`src/common/cmd_settings.svh`:
```
`ifndef CMD_SETTINGS_SVH
`define CMD_SETTINGS_SVH

//////////////////////////////
// stream format

`define CMD_DATA_W 32            // every stream word is full width
`define CMD_CODE_W 5             // command code sits in the low bits of the command word

//////////////////////////////
// command codes

`define CMD_CC_LOOPBACK 1        // echo the payload
`define CMD_CC_RD_REG 2          // read one register
`define CMD_CC_WR_REG 3          // write one register

//////////////////////////////
// register map

`define CMD_REG_COUNT 8          // six read/write, board id, response count
`define CMD_BOARD_ID 32'hfeb0_0a17  // value returned by register 6

`endif

```
`src/common/cmd_pkg.sv`:
```
`include "cmd_settings.svh"

package cmd_pkg;

	//////////////////////////////
	// stream words

	typedef logic [`CMD_DATA_W-1:0] cmd_word_t;   // one word on any of the streams

	localparam int cmd_code_w = `CMD_CODE_W;

	//////////////////////////////
	// command codes

	// codes the executor knows, everything else maps to cc_none
	typedef enum logic [`CMD_CODE_W-1:0] {
		cc_none     = '0,
		cc_loopback = `CMD_CC_LOOPBACK,
		cc_rd_reg   = `CMD_CC_RD_REG,
		cc_wr_reg   = `CMD_CC_WR_REG
	} cmd_code_e;

	// pull the code field out of a command word
	function automatic cmd_code_e cmd_decode(cmd_word_t w);
		case (w[cmd_code_w-1:0])
			`CMD_CC_LOOPBACK: return cc_loopback;
			`CMD_CC_RD_REG:   return cc_rd_reg;
			`CMD_CC_WR_REG:   return cc_wr_reg;
			default:          return cc_none;   // unknown, frame gets drained
		endcase
	endfunction

endpackage

```
`src/common/reg_pkg.sv`:
```
`include "cmd_settings.svh"

package reg_pkg;

	import cmd_pkg::*;

	typedef logic [$clog2(`CMD_REG_COUNT)-1:0] reg_idx_t;   // index into the bank

	// the top two registers are read only
	localparam int reg_rw_count = `CMD_REG_COUNT - 2;
	localparam reg_idx_t reg_id_idx = reg_idx_t'(reg_rw_count);        // board identifier
	localparam reg_idx_t reg_cnt_idx = reg_idx_t'(reg_rw_count + 1);   // responses sent

	// register number as received, full word so that 8 and up are caught
	function automatic logic reg_exists(cmd_word_t num);
		return num < `CMD_REG_COUNT;
	endfunction

	function automatic logic reg_writable(cmd_word_t num);
		return num < reg_rw_count;
	endfunction

endpackage

```
`src/dispatch/cmd_dispatch.sv`:
```
`timescale 1ns/1ps

module cmd_dispatch (
	input  logic               clk,
	input  logic               reset,
	input  cmd_pkg::cmd_word_t rx_data,
	input  logic               rx_tvalid,
	input  logic               rx_tlast,
	output logic               rx_tready,
	output cmd_pkg::cmd_word_t pay_data,     // payload after csn and command
	output logic               pay_valid,
	output logic               pay_last,
	input  logic               pay_ready,
	output logic               start,        // one cycle, kicks off cmd_exec
	output cmd_pkg::cmd_code_e code,
	output cmd_pkg::cmd_word_t csn,
	output cmd_pkg::cmd_word_t cmd,
	input  logic               exec_done,
	output logic               cmd_idle
);

	import cmd_pkg::*;

	typedef enum logic [2:0] {st_idle, st_header, st_payload, st_drain, st_wait} state_t;

	state_t    state;
	logic      rx_xfer;
	cmd_code_e rx_code;                 // code field of the word on rx right now

	assign rx_xfer  = rx_tvalid && rx_tready;
	assign rx_code  = cmd_decode(rx_data);
	assign cmd_idle = (state == st_idle);

	// payload goes straight through, exec back-pressures rx
	assign pay_data = rx_data;
	assign pay_last = rx_tlast;

	always_comb begin
		rx_tready = 1'b0;
		pay_valid = 1'b0;
		case (state)
			st_idle, st_header, st_drain: rx_tready = 1'b1;
			st_payload: begin
				rx_tready = pay_ready;
				pay_valid = rx_tvalid;
			end
			default: rx_tready = 1'b0;     // st_wait holds off the next frame
		endcase
	end

	//////////////////////////////
	// frame sequencing

	always_ff @(posedge clk) begin
		if (reset) begin
			state <= st_idle;
			start <= 1'b0;
			code  <= cc_none;
		end else begin
			start <= 1'b0;
			case (state)
				st_idle:
					if (rx_xfer && !rx_tlast) state <= st_header;  // csn alone is dropped
				st_header:
					if (rx_xfer) begin
						code <= rx_code;
						if (rx_tlast)
							state <= st_idle;         // no payload, nothing to run
						else if (rx_code == cc_none)
							state <= st_drain;        // unknown code, swallow the rest
						else begin
							start <= 1'b1;
							state <= st_payload;
						end
					end
				st_payload:
					if (rx_xfer && rx_tlast) state <= st_wait;
				st_drain:
					if (rx_xfer && rx_tlast) state <= st_idle;
				st_wait:
					if (exec_done) state <= st_idle;  // response fully handed to tx
				default: state <= st_idle;
			endcase
		end
	end

	// header words held for the whole command
	always_ff @(posedge clk) begin
		if (state == st_idle && rx_xfer) csn <= rx_data;
		if (state == st_header && rx_xfer) cmd <= rx_data;
	end

endmodule

```
`src/verilog/cmd_exec.sv`:
```
`timescale 1ns/1ps

module cmd_exec (
	input  logic               clk,
	input  logic               reset,
	input  logic               start,
	input  cmd_pkg::cmd_code_e code,         // held by dispatch until the next frame
	input  cmd_pkg::cmd_word_t csn,
	input  cmd_pkg::cmd_word_t cmd,
	input  cmd_pkg::cmd_word_t pay_data,
	input  logic               pay_valid,
	input  logic               pay_last,
	output logic               pay_ready,
	output cmd_pkg::cmd_word_t resp_data,
	output logic               resp_valid,
	output logic               resp_last,
	input  logic               resp_ready,
	output logic               exec_done,
	output reg_pkg::reg_idx_t  reg_num,
	output logic               reg_wr_en,
	output cmd_pkg::cmd_word_t reg_wr_data,
	input  cmd_pkg::cmd_word_t reg_rd_data
);

	import cmd_pkg::*;
	import reg_pkg::*;

	typedef enum logic [3:0] {
		ex_idle,
		ex_csn,     // echo serial number
		ex_cmd,     // echo command word
		ex_loop,    // loopback payload pass-through
		ex_num,     // take register number
		ex_data,    // take write data
		ex_skip,    // extra payload words are ignored
		ex_val,     // register value
		ex_inv      // inverted command closes the frame
	} ex_state_t;

	ex_state_t state;
	cmd_word_t num_q;                   // register number as received
	cmd_word_t num_now;
	logic      pay_xfer;
	logic      resp_xfer;
	logic      rd_hit;                  // read of an existing register

	assign pay_xfer  = pay_valid && pay_ready;
	assign resp_xfer = resp_valid && resp_ready;

	// in ex_num the number is still on the payload bus
	assign num_now = (state == ex_num) ? pay_data : num_q;
	assign rd_hit  = (code == cc_rd_reg) && reg_exists(num_now);

	//////////////////////////////
	// register access

	assign reg_num     = num_q[$bits(reg_idx_t)-1:0];
	assign reg_wr_data = pay_data;
	assign reg_wr_en   = (state == ex_data) && pay_valid && reg_writable(num_q);  // illegal writes dropped

	always_comb begin
		resp_data  = csn;
		resp_valid = 1'b0;
		resp_last  = 1'b0;
		pay_ready  = 1'b0;
		case (state)
			ex_csn: resp_valid = 1'b1;
			ex_cmd: begin
				resp_data  = cmd;
				resp_valid = 1'b1;
			end
			ex_loop: begin
				resp_data  = pay_data;       // echo, tx back-pressure reaches rx
				resp_valid = pay_valid;
				resp_last  = pay_last;
				pay_ready  = resp_ready;
			end
			ex_num, ex_data, ex_skip: pay_ready = 1'b1;
			ex_val: begin
				resp_data  = reg_rd_data;
				resp_valid = 1'b1;
			end
			ex_inv: begin
				resp_data  = ~cmd;
				resp_valid = 1'b1;
				resp_last  = 1'b1;
			end
			default: resp_valid = 1'b0;
		endcase
	end

	//////////////////////////////
	// response sequencing

	always_ff @(posedge clk) begin
		if (reset) begin
			state     <= ex_idle;
			exec_done <= 1'b0;
		end else begin
			exec_done <= resp_xfer && resp_last;   // tells dispatch the next frame may come
			case (state)
				ex_idle: if (start) state <= ex_csn;
				ex_csn:  if (resp_ready) state <= ex_cmd;
				ex_cmd:  if (resp_ready) state <= (code == cc_loopback) ? ex_loop : ex_num;
				ex_loop: if (pay_xfer && pay_last) state <= ex_idle;
				ex_num:
					if (pay_valid) begin
						if (pay_last)
							state <= rd_hit ? ex_val : ex_inv;
						else
							state <= (code == cc_wr_reg) ? ex_data : ex_skip;
					end
				ex_data: if (pay_valid) state <= pay_last ? ex_inv : ex_skip;
				ex_skip: if (pay_valid && pay_last) state <= rd_hit ? ex_val : ex_inv;
				ex_val:  if (resp_ready) state <= ex_inv;
				ex_inv:  if (resp_ready) state <= ex_idle;
				default: state <= ex_idle;
			endcase
		end
	end

	always_ff @(posedge clk) begin
		if (state == ex_num && pay_valid) num_q <= pay_data;
	end

endmodule

```
`src/verilog/reg_bank.sv`:
```
`timescale 1ns/1ps
`include "cmd_settings.svh"

module reg_bank (
	input  logic               clk,
	input  logic               reset,
	input  reg_pkg::reg_idx_t  reg_num,
	input  logic               reg_wr_en,     // only raised for writable numbers
	input  cmd_pkg::cmd_word_t reg_wr_data,
	output cmd_pkg::cmd_word_t reg_rd_data,
	input  logic               frame_sent     // one per response frame on tx
);

	import cmd_pkg::*;
	import reg_pkg::*;

	cmd_word_t rw_regs [reg_rw_count];   // registers 0 to 5
	cmd_word_t resp_cnt;                 // register 7, wraps

	//////////////////////////////
	// writable registers

	always_ff @(posedge clk) begin
		if (reset) begin
			for (int i = 0; i < reg_rw_count; i++)
				rw_regs[i] <= '0;
		end else if (reg_wr_en && reg_num < reg_rw_count) begin
			rw_regs[reg_num] <= reg_wr_data;
		end
	end

	// response counter
	always_ff @(posedge clk) begin
		if (reset)
			resp_cnt <= '0;
		else if (frame_sent)
			resp_cnt <= resp_cnt + 1'b1;
	end

	//////////////////////////////
	// read mux

	always_comb begin
		if (reg_num == reg_id_idx)
			reg_rd_data = `CMD_BOARD_ID;            // fixed board id
		else if (reg_num == reg_cnt_idx)
			reg_rd_data = resp_cnt;
		else
			reg_rd_data = rw_regs[reg_num];
	end

endmodule

```
`src/verilog/resp_tx.sv`:
```
`timescale 1ns/1ps

module resp_tx (
	input  logic               clk,
	input  logic               reset,
	// response words from exec
	input  cmd_pkg::cmd_word_t resp_data,
	input  logic               resp_valid,
	input  logic               resp_last,
	output logic               resp_ready,
	// transmit stream
	output cmd_pkg::cmd_word_t tx_data,
	output logic               tx_tvalid,
	output logic               tx_tlast,
	input  logic               tx_tready,
	output logic               frame_sent
);

	logic tx_xfer;
	logic load;

	//////////////////////////////
	// one-word holding register

	assign tx_xfer    = tx_tvalid && tx_tready;
	assign resp_ready = !tx_tvalid || tx_tready;   // empty, or emptying this cycle
	assign load       = resp_valid && resp_ready;

	// a frame counts once its last word has left on tx
	assign frame_sent = tx_xfer && tx_tlast;

	always_ff @(posedge clk) begin
		if (reset)
			tx_tvalid <= 1'b0;
		else if (load)
			tx_tvalid <= 1'b1;
		else if (tx_xfer)
			tx_tvalid <= 1'b0;    // drained with nothing behind it
	end

	// data and last only move on a load, so they hold while stalled
	always_ff @(posedge clk) begin
		if (load) begin
			tx_data  <= resp_data;
			tx_tlast <= resp_last;
		end
	end

endmodule

```
`src/verilog/cmd_top.sv`:
```
`timescale 1ns/1ps

module cmd_top (
	input  logic              clk,
	input  logic              reset,
	// receive stream, command frames
	input  cmd_pkg::cmd_word_t rx_data,
	input  logic              rx_tvalid,
	input  logic              rx_tlast,
	output logic              rx_tready,
	// transmit stream, response frames
	output cmd_pkg::cmd_word_t tx_data,
	output logic              tx_tvalid,
	output logic              tx_tlast,
	input  logic              tx_tready,
	output logic              cmd_idle      // front panel status
);

	import cmd_pkg::*;
	import reg_pkg::*;

	//////////////////////////////
	// dispatch to exec

	cmd_word_t pay_data;
	logic      pay_valid, pay_last, pay_ready;
	logic      start, exec_done;
	cmd_code_e code;
	cmd_word_t csn, cmd;

	//////////////////////////////
	// exec to bank and tx

	cmd_word_t resp_data;
	logic      resp_valid, resp_last, resp_ready;
	reg_idx_t  reg_num;
	logic      reg_wr_en;
	cmd_word_t reg_wr_data, reg_rd_data;
	logic      frame_sent;           // last tx word went out

	cmd_dispatch u_dispatch (
		.clk(clk), .reset(reset),
		.rx_data(rx_data), .rx_tvalid(rx_tvalid), .rx_tlast(rx_tlast), .rx_tready(rx_tready),
		.pay_data(pay_data), .pay_valid(pay_valid), .pay_last(pay_last), .pay_ready(pay_ready),
		.start(start), .code(code), .csn(csn), .cmd(cmd),
		.exec_done(exec_done), .cmd_idle(cmd_idle)
	);

	cmd_exec u_exec (
		.clk(clk), .reset(reset),
		.start(start), .code(code), .csn(csn), .cmd(cmd),
		.pay_data(pay_data), .pay_valid(pay_valid), .pay_last(pay_last), .pay_ready(pay_ready),
		.resp_data(resp_data), .resp_valid(resp_valid), .resp_last(resp_last),
		.resp_ready(resp_ready), .exec_done(exec_done),
		.reg_num(reg_num), .reg_wr_en(reg_wr_en), .reg_wr_data(reg_wr_data),
		.reg_rd_data(reg_rd_data)
	);

	reg_bank u_regs (
		.clk(clk), .reset(reset),
		.reg_num(reg_num), .reg_wr_en(reg_wr_en), .reg_wr_data(reg_wr_data),
		.reg_rd_data(reg_rd_data), .frame_sent(frame_sent)
	);

	resp_tx u_tx (
		.clk(clk), .reset(reset),
		.resp_data(resp_data), .resp_valid(resp_valid), .resp_last(resp_last),
		.resp_ready(resp_ready),
		.tx_data(tx_data), .tx_tvalid(tx_tvalid), .tx_tlast(tx_tlast), .tx_tready(tx_tready),
		.frame_sent(frame_sent)
	);

endmodule

```
`config.mk`:
```
export PLATFORM = sky130hd
export DESIGN_NAME = cmd_top
export DESIGN_NICKNAME = d
export VERILOG_FILES = /design/src/common/cmd_pkg.sv /design/src/common/reg_pkg.sv /design/src/dispatch/cmd_dispatch.sv /design/src/verilog/cmd_exec.sv /design/src/verilog/reg_bank.sv /design/src/verilog/resp_tx.sv /design/src/verilog/cmd_top.sv
export VERILOG_INCLUDE_DIRS = /design/src /design/src/common
export SDC_FILE = /design/constraint.sdc
export NUM_CORES = 1
export LEC_CHECK = 0
export ABC_AREA = 1
export BUFFER_PORTS_ARGS = -buffer_cell sky130_fd_sc_hd__buf_2
export CAP_MARGIN = 0
export CORE_ASPECT_RATIO = 1.25
export CORE_MARGIN = 1.5
export CORE_UTILIZATION = 30
export CTS_CLUSTER_DIAMETER = 30
export DETAILED_ROUTE_END_ITERATION = 7
export GPL_ROUTABILITY_DRIVEN = 1
export SLEW_MARGIN = 25
export SYNTH_ARGS = -nofsm -noshare
export SYNTH_HDL_FRONTEND = slang
export SYNTH_SLANG_ARGS = --single-unit
```
`constraint.sdc`:
```
create_clock -name clk -period 4.5 [get_ports clk]
set_input_delay 1.35 -clock clk [delete_from_list [all_inputs] [get_ports clk]]
set_output_delay 1.35 -clock clk [all_outputs]
set_load 0.01 [all_outputs]
```
Word level (Yosys, flattened, before mapping)
Memories as Yosys holds them, arrays and structs flattened. A register that Yosys moved wholly into a read port is not among the register bits.
Cells that the tools add are included.
Cells by class
  add/subtract/negate cells: 1
  bitwise gates (word level): 3
  multiplexer cells: 45
  order comparisons: 3
  equality and inequality tests: 34
  reduce and logical (&&, ||, !) cells: 32
Operators with widths (count)
  32-bit 2-to-1 mux: 4
  32-bit case mux with 4 select lines: 1
  4-bit 2-to-1 mux: 12
  4-bit case mux with 9 select lines: 1
  32-bit by 1-bit adder with 32-bit output, second input constant: 1
  32-bit by 3-bit < comparator with 1-bit output, second input constant: 1
  32-bit by 4-bit < comparator with 1-bit output, second input constant: 1
  32-bit inverter: 1
  32-bit OR reduction: 1
  3-bit 2-to-1 mux: 9
  2-bit by 1-bit inequality test with 1-bit output, second input constant: 13
  5-bit by 2-bit == test with 1-bit output, second input constant: 4
  1-bit logical AND: 17
  4-bit by 3-bit == test with 1-bit output, second input constant: 4
  3-bit case mux with 5 select lines: 1
  1-bit 2-to-1 mux: 11
  5-bit by 1-bit == test with 1-bit output, second input constant: 2
  3-bit == test, second input constant: 3
  9-bit AND reduction: 1
  4-bit by 2-bit == test with 1-bit output, second input constant: 2
  1-bit case mux with 2 select lines: 4
  4-bit OR reduction: 2
  3-bit by 2-bit == test with 1-bit output, second input constant: 2
  2-bit case mux with 3 select lines: 1
  16 further kinds: 19
Word-level totals
  word-level logic and storage cells: 131
  memory bits (writable): 192
  memories kept: 1
  register bits after elaboration: 176
Memories
  u_regs.rw_regs: depth 6, width 32, rd ports 1, clocked after memory_dff 1, wr ports 6, RTL line reg_bank.sv:17  | cmd_word_t rw_regs [reg_rw_count];

Logic depth before layout (Yosys ltp)
Gate-level depths: netlist (run 1).
  depth after elaboration: 10
  mapped depth: 13
  gate-level depth less buffers: 13

Cells and area by module
Synthesis (run 1) repeated with hierarchy kept, for this count alone.
Unflattened totals
  cells, all modules: 1700
  area, all modules: 16826.1 sq um
By module, submodules not included
  reg_bank: instances 1, cells an instance 1091, area an instance 10281.1 sq um
  cmd_exec: instances 1, cells an instance 408, area an instance 2907.8 sq um
  cmd_dispatch: instances 1, cells an instance 160, area an instance 2591.2 sq um
  resp_tx: instances 1, cells an instance 41, area an instance 1046.0 sq um

Least setup slack after synthesis (run 1)
No wires, ideal clock.
  kind: input port to flip-flop
  start: input rx_tvalid
  end: register u_tx.tx_data[0], enable pin
  library setup time: 425 ps
  setup slack: 1042 ps
  stages on the path: 4
  buffers on the path: 0
  required time: 4075 ps
  data arrival time: 3033 ps
  cells stage by stage: nand2_1 inv_2 a21oi_1 nor2_1
Between the ends
  word-level cells in the longest chain between the ends: 3
RTL lines
  start, declared: RTL line cmd_top.sv:8  | input logic rx_tvalid,
  1-bit 2-to-1 mux: RTL line cmd_dispatch.sv:41  | case (state)
  1-bit case mux with 2 select lines: RTL line cmd_exec.sv:66  | case (state)
  1-bit logical AND
  via u_exec.resp_xfer: RTL line cmd_exec.sv:44  | logic resp_xfer;
  end signal, assigned: RTL line resp_tx.sv:44  | tx_data <= resp_data;
  end, declared: RTL line resp_tx.sv:12  | output cmd_pkg::cmd_word_t tx_data,
The timed path passes the listed nets, and every way through them passes these cells.
A chain may end at the register's enable or synchronous reset.

Worst setup path after layout (run 1)
  start: input tx_tready
  end: output rx_tready
Between the ends
  word-level cells in the longest chain between the ends: 3
RTL lines
  start, declared: RTL line cmd_top.sv:15  | input logic tx_tready,
  1-bit logical OR: RTL line resp_tx.sv:26  | assign resp_ready = !tx_tvalid || tx_tready;
  1-bit case mux with 2 select lines: RTL line cmd_exec.sv:66
  1-bit case mux with 2 select lines: RTL line cmd_dispatch.sv:41
  end, declared: RTL line cmd_top.sv:10  | output logic rx_tready,
Every way passes these cells.

==> results of run 1 <==
==> area by class of cell <==
cell class	count	area [µm²]	share of cell area
sequential	432	12500	0.558
multi-input combinational	1166	5530	0.247
timing repair buffer	106	661	0.0295
clock buffer	60	1500	0.0671
inverter	158	593	0.0265
clock inverter	49	557	0.0249
tap	832	1040	0.0465
==> cells in the final DEF (no fill, tap or decap), types with 11 or more instances in the layout <==
master	netlist	final
conb_1	1	64
nor2_2	13	14
nand4_1	11	11
nor2_1	357	354
inv_1	138	136
inv_6	0	13
o211ai_1	17	17
o221ai_1	22	22
buf_4	4	31
nand3_1	124	124
inv_2	16	19
o22ai_1	51	51
nand2_1	205	205
edfxtp_1	385	385
nor3_1	34	34
dfxtp_1	47	46
buf_2	9	72
a211oi_1	32	32
clkbuf_16	0	60
o21ai_0	124	124
a21oi_1	82	82
==> worst max-delay path: cells and delay by family <==
family,cells,cell delay [ns]
buffers and inverters,5,0.40
AND/OR/NAND/NOR,5,0.35
==> state kept, by name (all words and copies together), names as in the netlist, named ones only <==
| signal | count |
|---|---|
| u_regs.rw_regs | 256 |
| u_dispatch.cmd | 32 |
| u_dispatch.csn | 32 |
| u_exec.num_q | 32 |
| u_regs.resp_cnt | 32 |
| u_tx.tx_data | 32 |
| u_exec.state | 4 |
| u_dispatch.state | 3 |
| u_dispatch.code | 2 |
| u_dispatch.start | 1 |
| u_exec.exec_done | 1 |
| u_tx.tx_tlast | 1 |
| u_tx.tx_tvalid | 1 |
==> cell usage after synthesis (all sizes together) <==
master | count | area (µm²)
a211oi | 32 | 240
a21oi | 82 | 410
a31oi | 2 | 12.5
and2 | 1 | 6.26
buf | 33 | 248
clkbuf | 60 | 225
clkinv | 4 | 15.0
conb | 1 | 3.75
dfxtp | 47 | 941
edfxtp | 385 | 11600
ha | 1 | 12.5
inv | 154 | 578
nand2 | 207 | 787
nand3 | 129 | 701
nand3b | 1 | 7.51
nand4 | 11 | 68.8
nor2 | 371 | 1440
nor3 | 38 | 223
nor3b | 1 | 7.51
nor4 | 3 | 18.8
o211ai | 17 | 128
o21a | 4 | 30.0
o21ai | 124 | 621
o221a | 1 | 11.3
o221ai | 22 | 193
o22ai | 51 | 319
or3 | 1 | 6.26
xor2 | 3 | 26.3
==> report_power, final <==
| group | internal, mW | leakage [nW] | switching [mW] |
|---|---|---|---|
| Clock | 2.85 | 0.984 | 1.93 |
| Sequential | 4.69 | 3.99 | 0.0911 |
| Combinational | 0.166 | 2.84 | 0.455 |
| Total | 7.71 | 7.81 | 2.47 |
==> kinds of logic (layout without fill, tap and decap cells) <==
| kind of cell | count (synthesis) | after routing |
|---|---|---|
| and+or+nand+nor | 763 | 763 |
| adders and majority gates | 1 | 1 |
| DFF | 432 | 432 |
| AOI/OAI and AO/OA | 335 | 335 |
| xor gates and xnor gates | 3 | 3 |
| other | 1 | 64 |
| buffers and inverters | 251 | 373 |
==> path summary, 6_finish.rpt <==
| path | end | depth (start not counted) |
|---|---|---|
| setup / recovery | rx_tready | 10 |
| hold / removal | u_regs.resp_cnt[31] | 2 |
| setup reg to reg | u_tx.tx_data[24] | 10 |
| hold reg to reg | u_regs.resp_cnt[31] | 2 |
==> metal layers <==
metal,GRT usage,wire [µm]
met3,0.0242,3070
met2,0.283,27000
met4,0.0604,1580
met1,0.198,20800
met5,0,0
==> run summary, run 1 <==
gr ovfl total: 0
vias in the first global route: 13.6k
status: complete, no violations
routability cong.: 0.872
worst rel slew slack: 0.333
Routed WL: 52400 µm
Iter 0 DRT Violations: 1026
# setup viols final: 0
Max-Cap Viols: 0
routed via count: 13.8k
Routed wire per std cell: 18.7 µm
Crit Path Class: input pin to output port
Crit Path Max Fanout: 2
antenna-violating nets left: 0
Rows: 102
GRT Util Overall: 0.161
register area share after synthesis: 0.664
crit path capture type: output port
routed vias/inst: 4.92
CTS Buffer Depth: 3
worst slew pin tran: 0.999 ns
total negative slack: 0 ns
CTS H-Tree Depth: 2
worst min path class: flip-flop to flip-flop
fillers: 6230
Lkg Pwr: 7.81 nW
die extent in x: 227 µm
drt pass-1 iters: 5
Startpoint Class: input pin
Simple-Gate Fraction of Synth Area: 0.173
VDD IR-drop max: 0.428 mV
largest net degree at the start of global routing: 68
fin nets: 1961
Critical Path Start: tx_tready
initial core utilization: 0.304
placed instance count: 2694
CP dominant cell by count: nand2_1
hold_buf cts: 0
largest family of logic cells by synthesized area: simple AND/OR/NAND/NOR gates
clock skew: 0.0182 ns
CTS Sinks: 432
n_diodes: 0
clock latency reported for the late side of the worst-skew pair: 0.60 ns
Post-Synth Adder-Cell Area: 0.000664
#FFs+latches synth: 432
Tot Pwr: 10.2 mW
Ports: 73
Power Dens Cells: 455 nW/µm²
post-layout minimum cycle time: 3.44 ns
TritonCTS buffer count: 59
fin util: 0.361
CP Data Required Time: 3.15 ns
share of cells above drive strength 1: 0.133
RSZ-0062 raised after global routing: no
CP Cell Sequence: buf_2, inv_1, nand2_1, nand2_1, nand2_1, inv_1, nand3_1, nand2_1, inv_1, buf_2
post-synthesis xor/xnor area fraction: 0.00139
Mapped Cells: 1786
CTS tree: done
Slowest-stage cell, CP: buf_2
DRC: 0
Syn. warnings: 0
fin area: 22400 µm²
multiplexer area fraction after synthesis: 0
Area Growth Syn to Fin: 18.8%
number of port buffers: 72
Hold Fails Final Rpt: 0
clk slew on worst S/H paths: 0.05 ns
Core ar.: 62000 µm²
Layout Cells excl Fill: 2803
full die area: 64300 µm²
placed inst area: 20300 µm²
post-synthesis compound-gate area fraction: 0.104
Hold Startpoint: u_regs.resp_cnt[31]
Worst Path Arrival: 2.09 ns
Post-Syn Area per Cell: 10.5 µm²
slack of the critical path: 1.06 ns
first-pass GRT wire length: 79600 µm
Tcrit/Tclk final: 0.764
Final Slew Violations: 0
worst r2r src: u_exec.state[0]
Netlist Area Pre-Place: 18800 µm²
die height: 283 µm
dpl hpwl: 33500 µm
minimum hold slack: 0.470 ns
Max Clock Freq: 291 MHz
post-CTS setup buffer count: 0
crit-path max cell delay: 0.13 ns
initial antenna violation count: 0
CTS root buffer: clkbuf_16
synth unique cells: 40
R2R setup slack: 1.52 ns
post_cts resized: 0
Place WS: 1.07 ns
Note: power is estimated with default switching activity, not from simulation.
==> run 2: changes to the inputs <==
==> constraint.sdc (replaced) <==
create_clock -name clk -period 2.9 [get_ports clk]
set_input_delay 0.87 -clock clk [delete_from_list [all_inputs] [get_ports clk]]
set_output_delay 0.87 -clock clk [all_outputs]
set_load 0.01 [all_outputs]
==> run 2 against run 1 <==
Register-to-register slack got worse by 1.2 ns. First-iteration DRC count shrank 1.2%. Hold slack got worse by 0.0018 ns. Count of clock-buffer cells in the layout up 6. Highest routed layer unchanged. Sequential power rose by 55%. Global-route usage increased by 0.19 points. Cell count grew 0.54%. Routed wire length up 0.49%.
==> run summary, run 2 (synthesis results as in run 1) <==
full die area: 64300 µm² (unchanged)
Tcrit/Tclk final: 0.946
die extent in x: 227 µm (unchanged)
placed inst area: 20600 µm² (+1.5%)
Iter 0 DRT Violations: 1014 (-1.2%)
initial core utilization: 0.304 (unchanged)
share of cells above drive strength 1: 0.138 (+0.00554)
fin nets: 1979 (+0.92%)
vias in the first global route: 13.8k (+1.0%)
CP Data Required Time: 2.03 ns (-1.12 ns)
Top delay family on crit path: simple AND/OR/NAND/NOR gates
largest net degree at the start of global routing: 67 (-1.5%)
Layout Cells excl Fill: 2818 (+0.54%)
Crit Path Max Fanout: 6 (+4)
gr ovfl total: 0 (unchanged)
Clk pwr share: 0.451 (-0.019)
status: complete, no violations
Core ar.: 62000 µm² (unchanged)
clock latency reported for the late side of the worst-skew pair: 0.58 ns (-0.02 ns)
Slowest-stage cell, CP: dfxtp_2
clk slew on worst S/H paths: 0.06 ns (about the same)
dpl hpwl: 34500 µm (+3.1%)
Startpoint Class: flip-flop
placed instance count: 2715 (+0.78%)
CTS tree: done
die height: 283 µm (unchanged)
Lkg Pwr: 7.90 nW (+1.1%)
Crit Path Class: flip-flop to output port
Seq pwr share: 0.482 (+0.012)
CP dominant cell by count: nand2_1
n_diodes: 0 (unchanged)
first-pass GRT wire length: 80200 µm (+0.77%)
GRT Util Overall: 0.163 (+0.00193)
routed vias/inst: 4.95 (+0.52%)
Area Growth Syn to Fin: 19.6%
Power Dens Cells: 683 nW/µm² (+50%)
Routed wire per std cell: 18.7 µm (about the same)
number of buffers and inverters on the critical path: 3 (-2)
Max-Cap Viols: 0 (unchanged)
routability cong.: 0.912 (+4.6%)
# setup viols final: 0 (unchanged)
CTS H-Tree Depth: 2 (unchanged)
Worst Path Arrival: 1.87 ns (-0.22 ns)
crit-path max cell delay: 0.41 ns (+0.28 ns)
Routed WL: 52600 µm (+0.49%)
antenna-violating nets left: 0 (unchanged)
VDD IR-drop max: 0.663 mV (+55%)
Int Power: 11.7 mW (+52%)
leading cell type in the layout, fill and taps excluded: edfxtp_1
initial antenna violation count: 0 (unchanged)
Final Slew Violations: 0 (unchanged)
Switching Fraction: 0.236 (-0.00662)
CP Cell Sequence: nand2_1, nor2_4, nand2_1, nand2_1, inv_1, nand3_1, nand2_1, inv_1, buf_2
TritonCTS buffer count: 56 (-5.1%)
most frequent cells in the layout: edfxtp_1 (385), nor2_1 (354), nand2_1 (200)
CTS Sinks: 432 (unchanged)
Comb pwr share: 0.067 (+0.006)
drt pass-1 iters: 5 (unchanged)
total negative slack: 0 ns (unchanged)
Max Clock Freq: 364 MHz
fin area: 22500 µm² (+0.65%)
Rows: 102 (unchanged)
number of port buffers: 72 (unchanged)
post-layout minimum cycle time: 2.74 ns
DRC: 0 (unchanged)
Largest Register: u_regs.rw_regs
RSZ-0062 raised after global routing: no
max reg flops: 256 (unchanged)
crit path capture type: output port
Hold Fails Final Rpt: 0 (unchanged)
worst rel slew slack: 0.571 (+0.238)
clock skew: 0.0189 ns (+0.000725 ns)
Net Sw Power: 3.64 mW (+47%)
worst slew pin tran: 0.637 ns (-0.362 ns)
CTS Buffer Depth: 3 (unchanged)
hold_buf cts: 0 (unchanged)
routed via count: 13.9k (+1.1%)
Ports: 73 (unchanged)
CTS root buffer: clkbuf_16
worst min path class: flip-flop to flip-flop
minimum hold slack: 0.468 ns (-0.00178 ns)
==> run 2: changes by cell type in the layout (fill, tap and decap cells not counted), moves of 3 or more <==
cell / before / now
nand2_2: 1 / 6
clkbuf_1: 0 / 7
buf_12: 2 / 14
clkinvlp_4: 9 / 3
nand2_1: 205 / 200
clkbuf_16: 60 / 57
clkinv_2: 5 / 8
inv_6: 13 / 4
buf_4: 31 / 41
==> run 2: path summary, 6_finish.rpt <==
kind,from,endpoint,slack (ns),depth (start not counted)
min reg2reg,u_regs.resp_cnt[31],u_regs.resp_cnt[31],0.47,2
max,u_exec.state[0],rx_tready,0.16,9
max reg2reg,u_exec.num_q[13],u_regs.rw_regs[2][21],0.31,10
min,u_regs.resp_cnt[31],u_regs.resp_cnt[31],0.47,2
==> run 2: layer usage <==
metal,part of all wire,GRT usage,up-vias
met3,0.057,0.0184,131
li1,-,-,6509
met4,0.048,0.0768,0
met1,0.39,0.197,6807
met2,0.50,0.288,489
met5,0,0,-
==> run 2: per-stage QoR <==
stage | worst slack, ns | total power [mW] | util
after floorplan | 0.145 | 8.06 | -
after global placement | 0.0735 | 8.55 | 0.333
final | 0.155 | 15.4 | 0.363
after global routing | 0.00404 | 15.9 | 0.363
after CTS | 0.00155 | 15.5 | 0.363
after detailed placement | 0.0458 | 8.57 | 0.333
==> run 2: cell type report <==
cell class                 count  area, µm²
clock buffer                  66       1480
multi-input combinational   1166       5550
clock inverter                37        417
sequential                   432      12500
tap                          832       1040
fill                        6194      39500
timing repair buffer         127        948
inverter                     158        593
==> run 2: repair_timing <==
item	CTS	global route
endpoints found under the setup margin	0	1
setup buffers	0	0
gates resized for setup	0	4
==> run 2: worst reg2reg max path: cells and delay by family, from the launching register on <==
kind                   cells  cell delay (ns)
and+or+nand+nor            9             1.56
DFF                        1             0.37
buffers and inverters      1             0.32
==> run 2: power by group through the flow <==
| stage | Clock [mW] | Sequential, mW | Combinational, mW |
|---|---|---|---|
| floorplan | 0 | 7.55 | 0.506 |
| global placement | 0 | 7.53 | 1.02 |
| detailed placement | 0 | 7.54 | 1.02 |
| CTS | 7.02 | 7.42 | 1.03 |
| global route | 7.27 | 7.46 | 1.13 |
| finish | 6.94 | 7.42 | 1.03 |
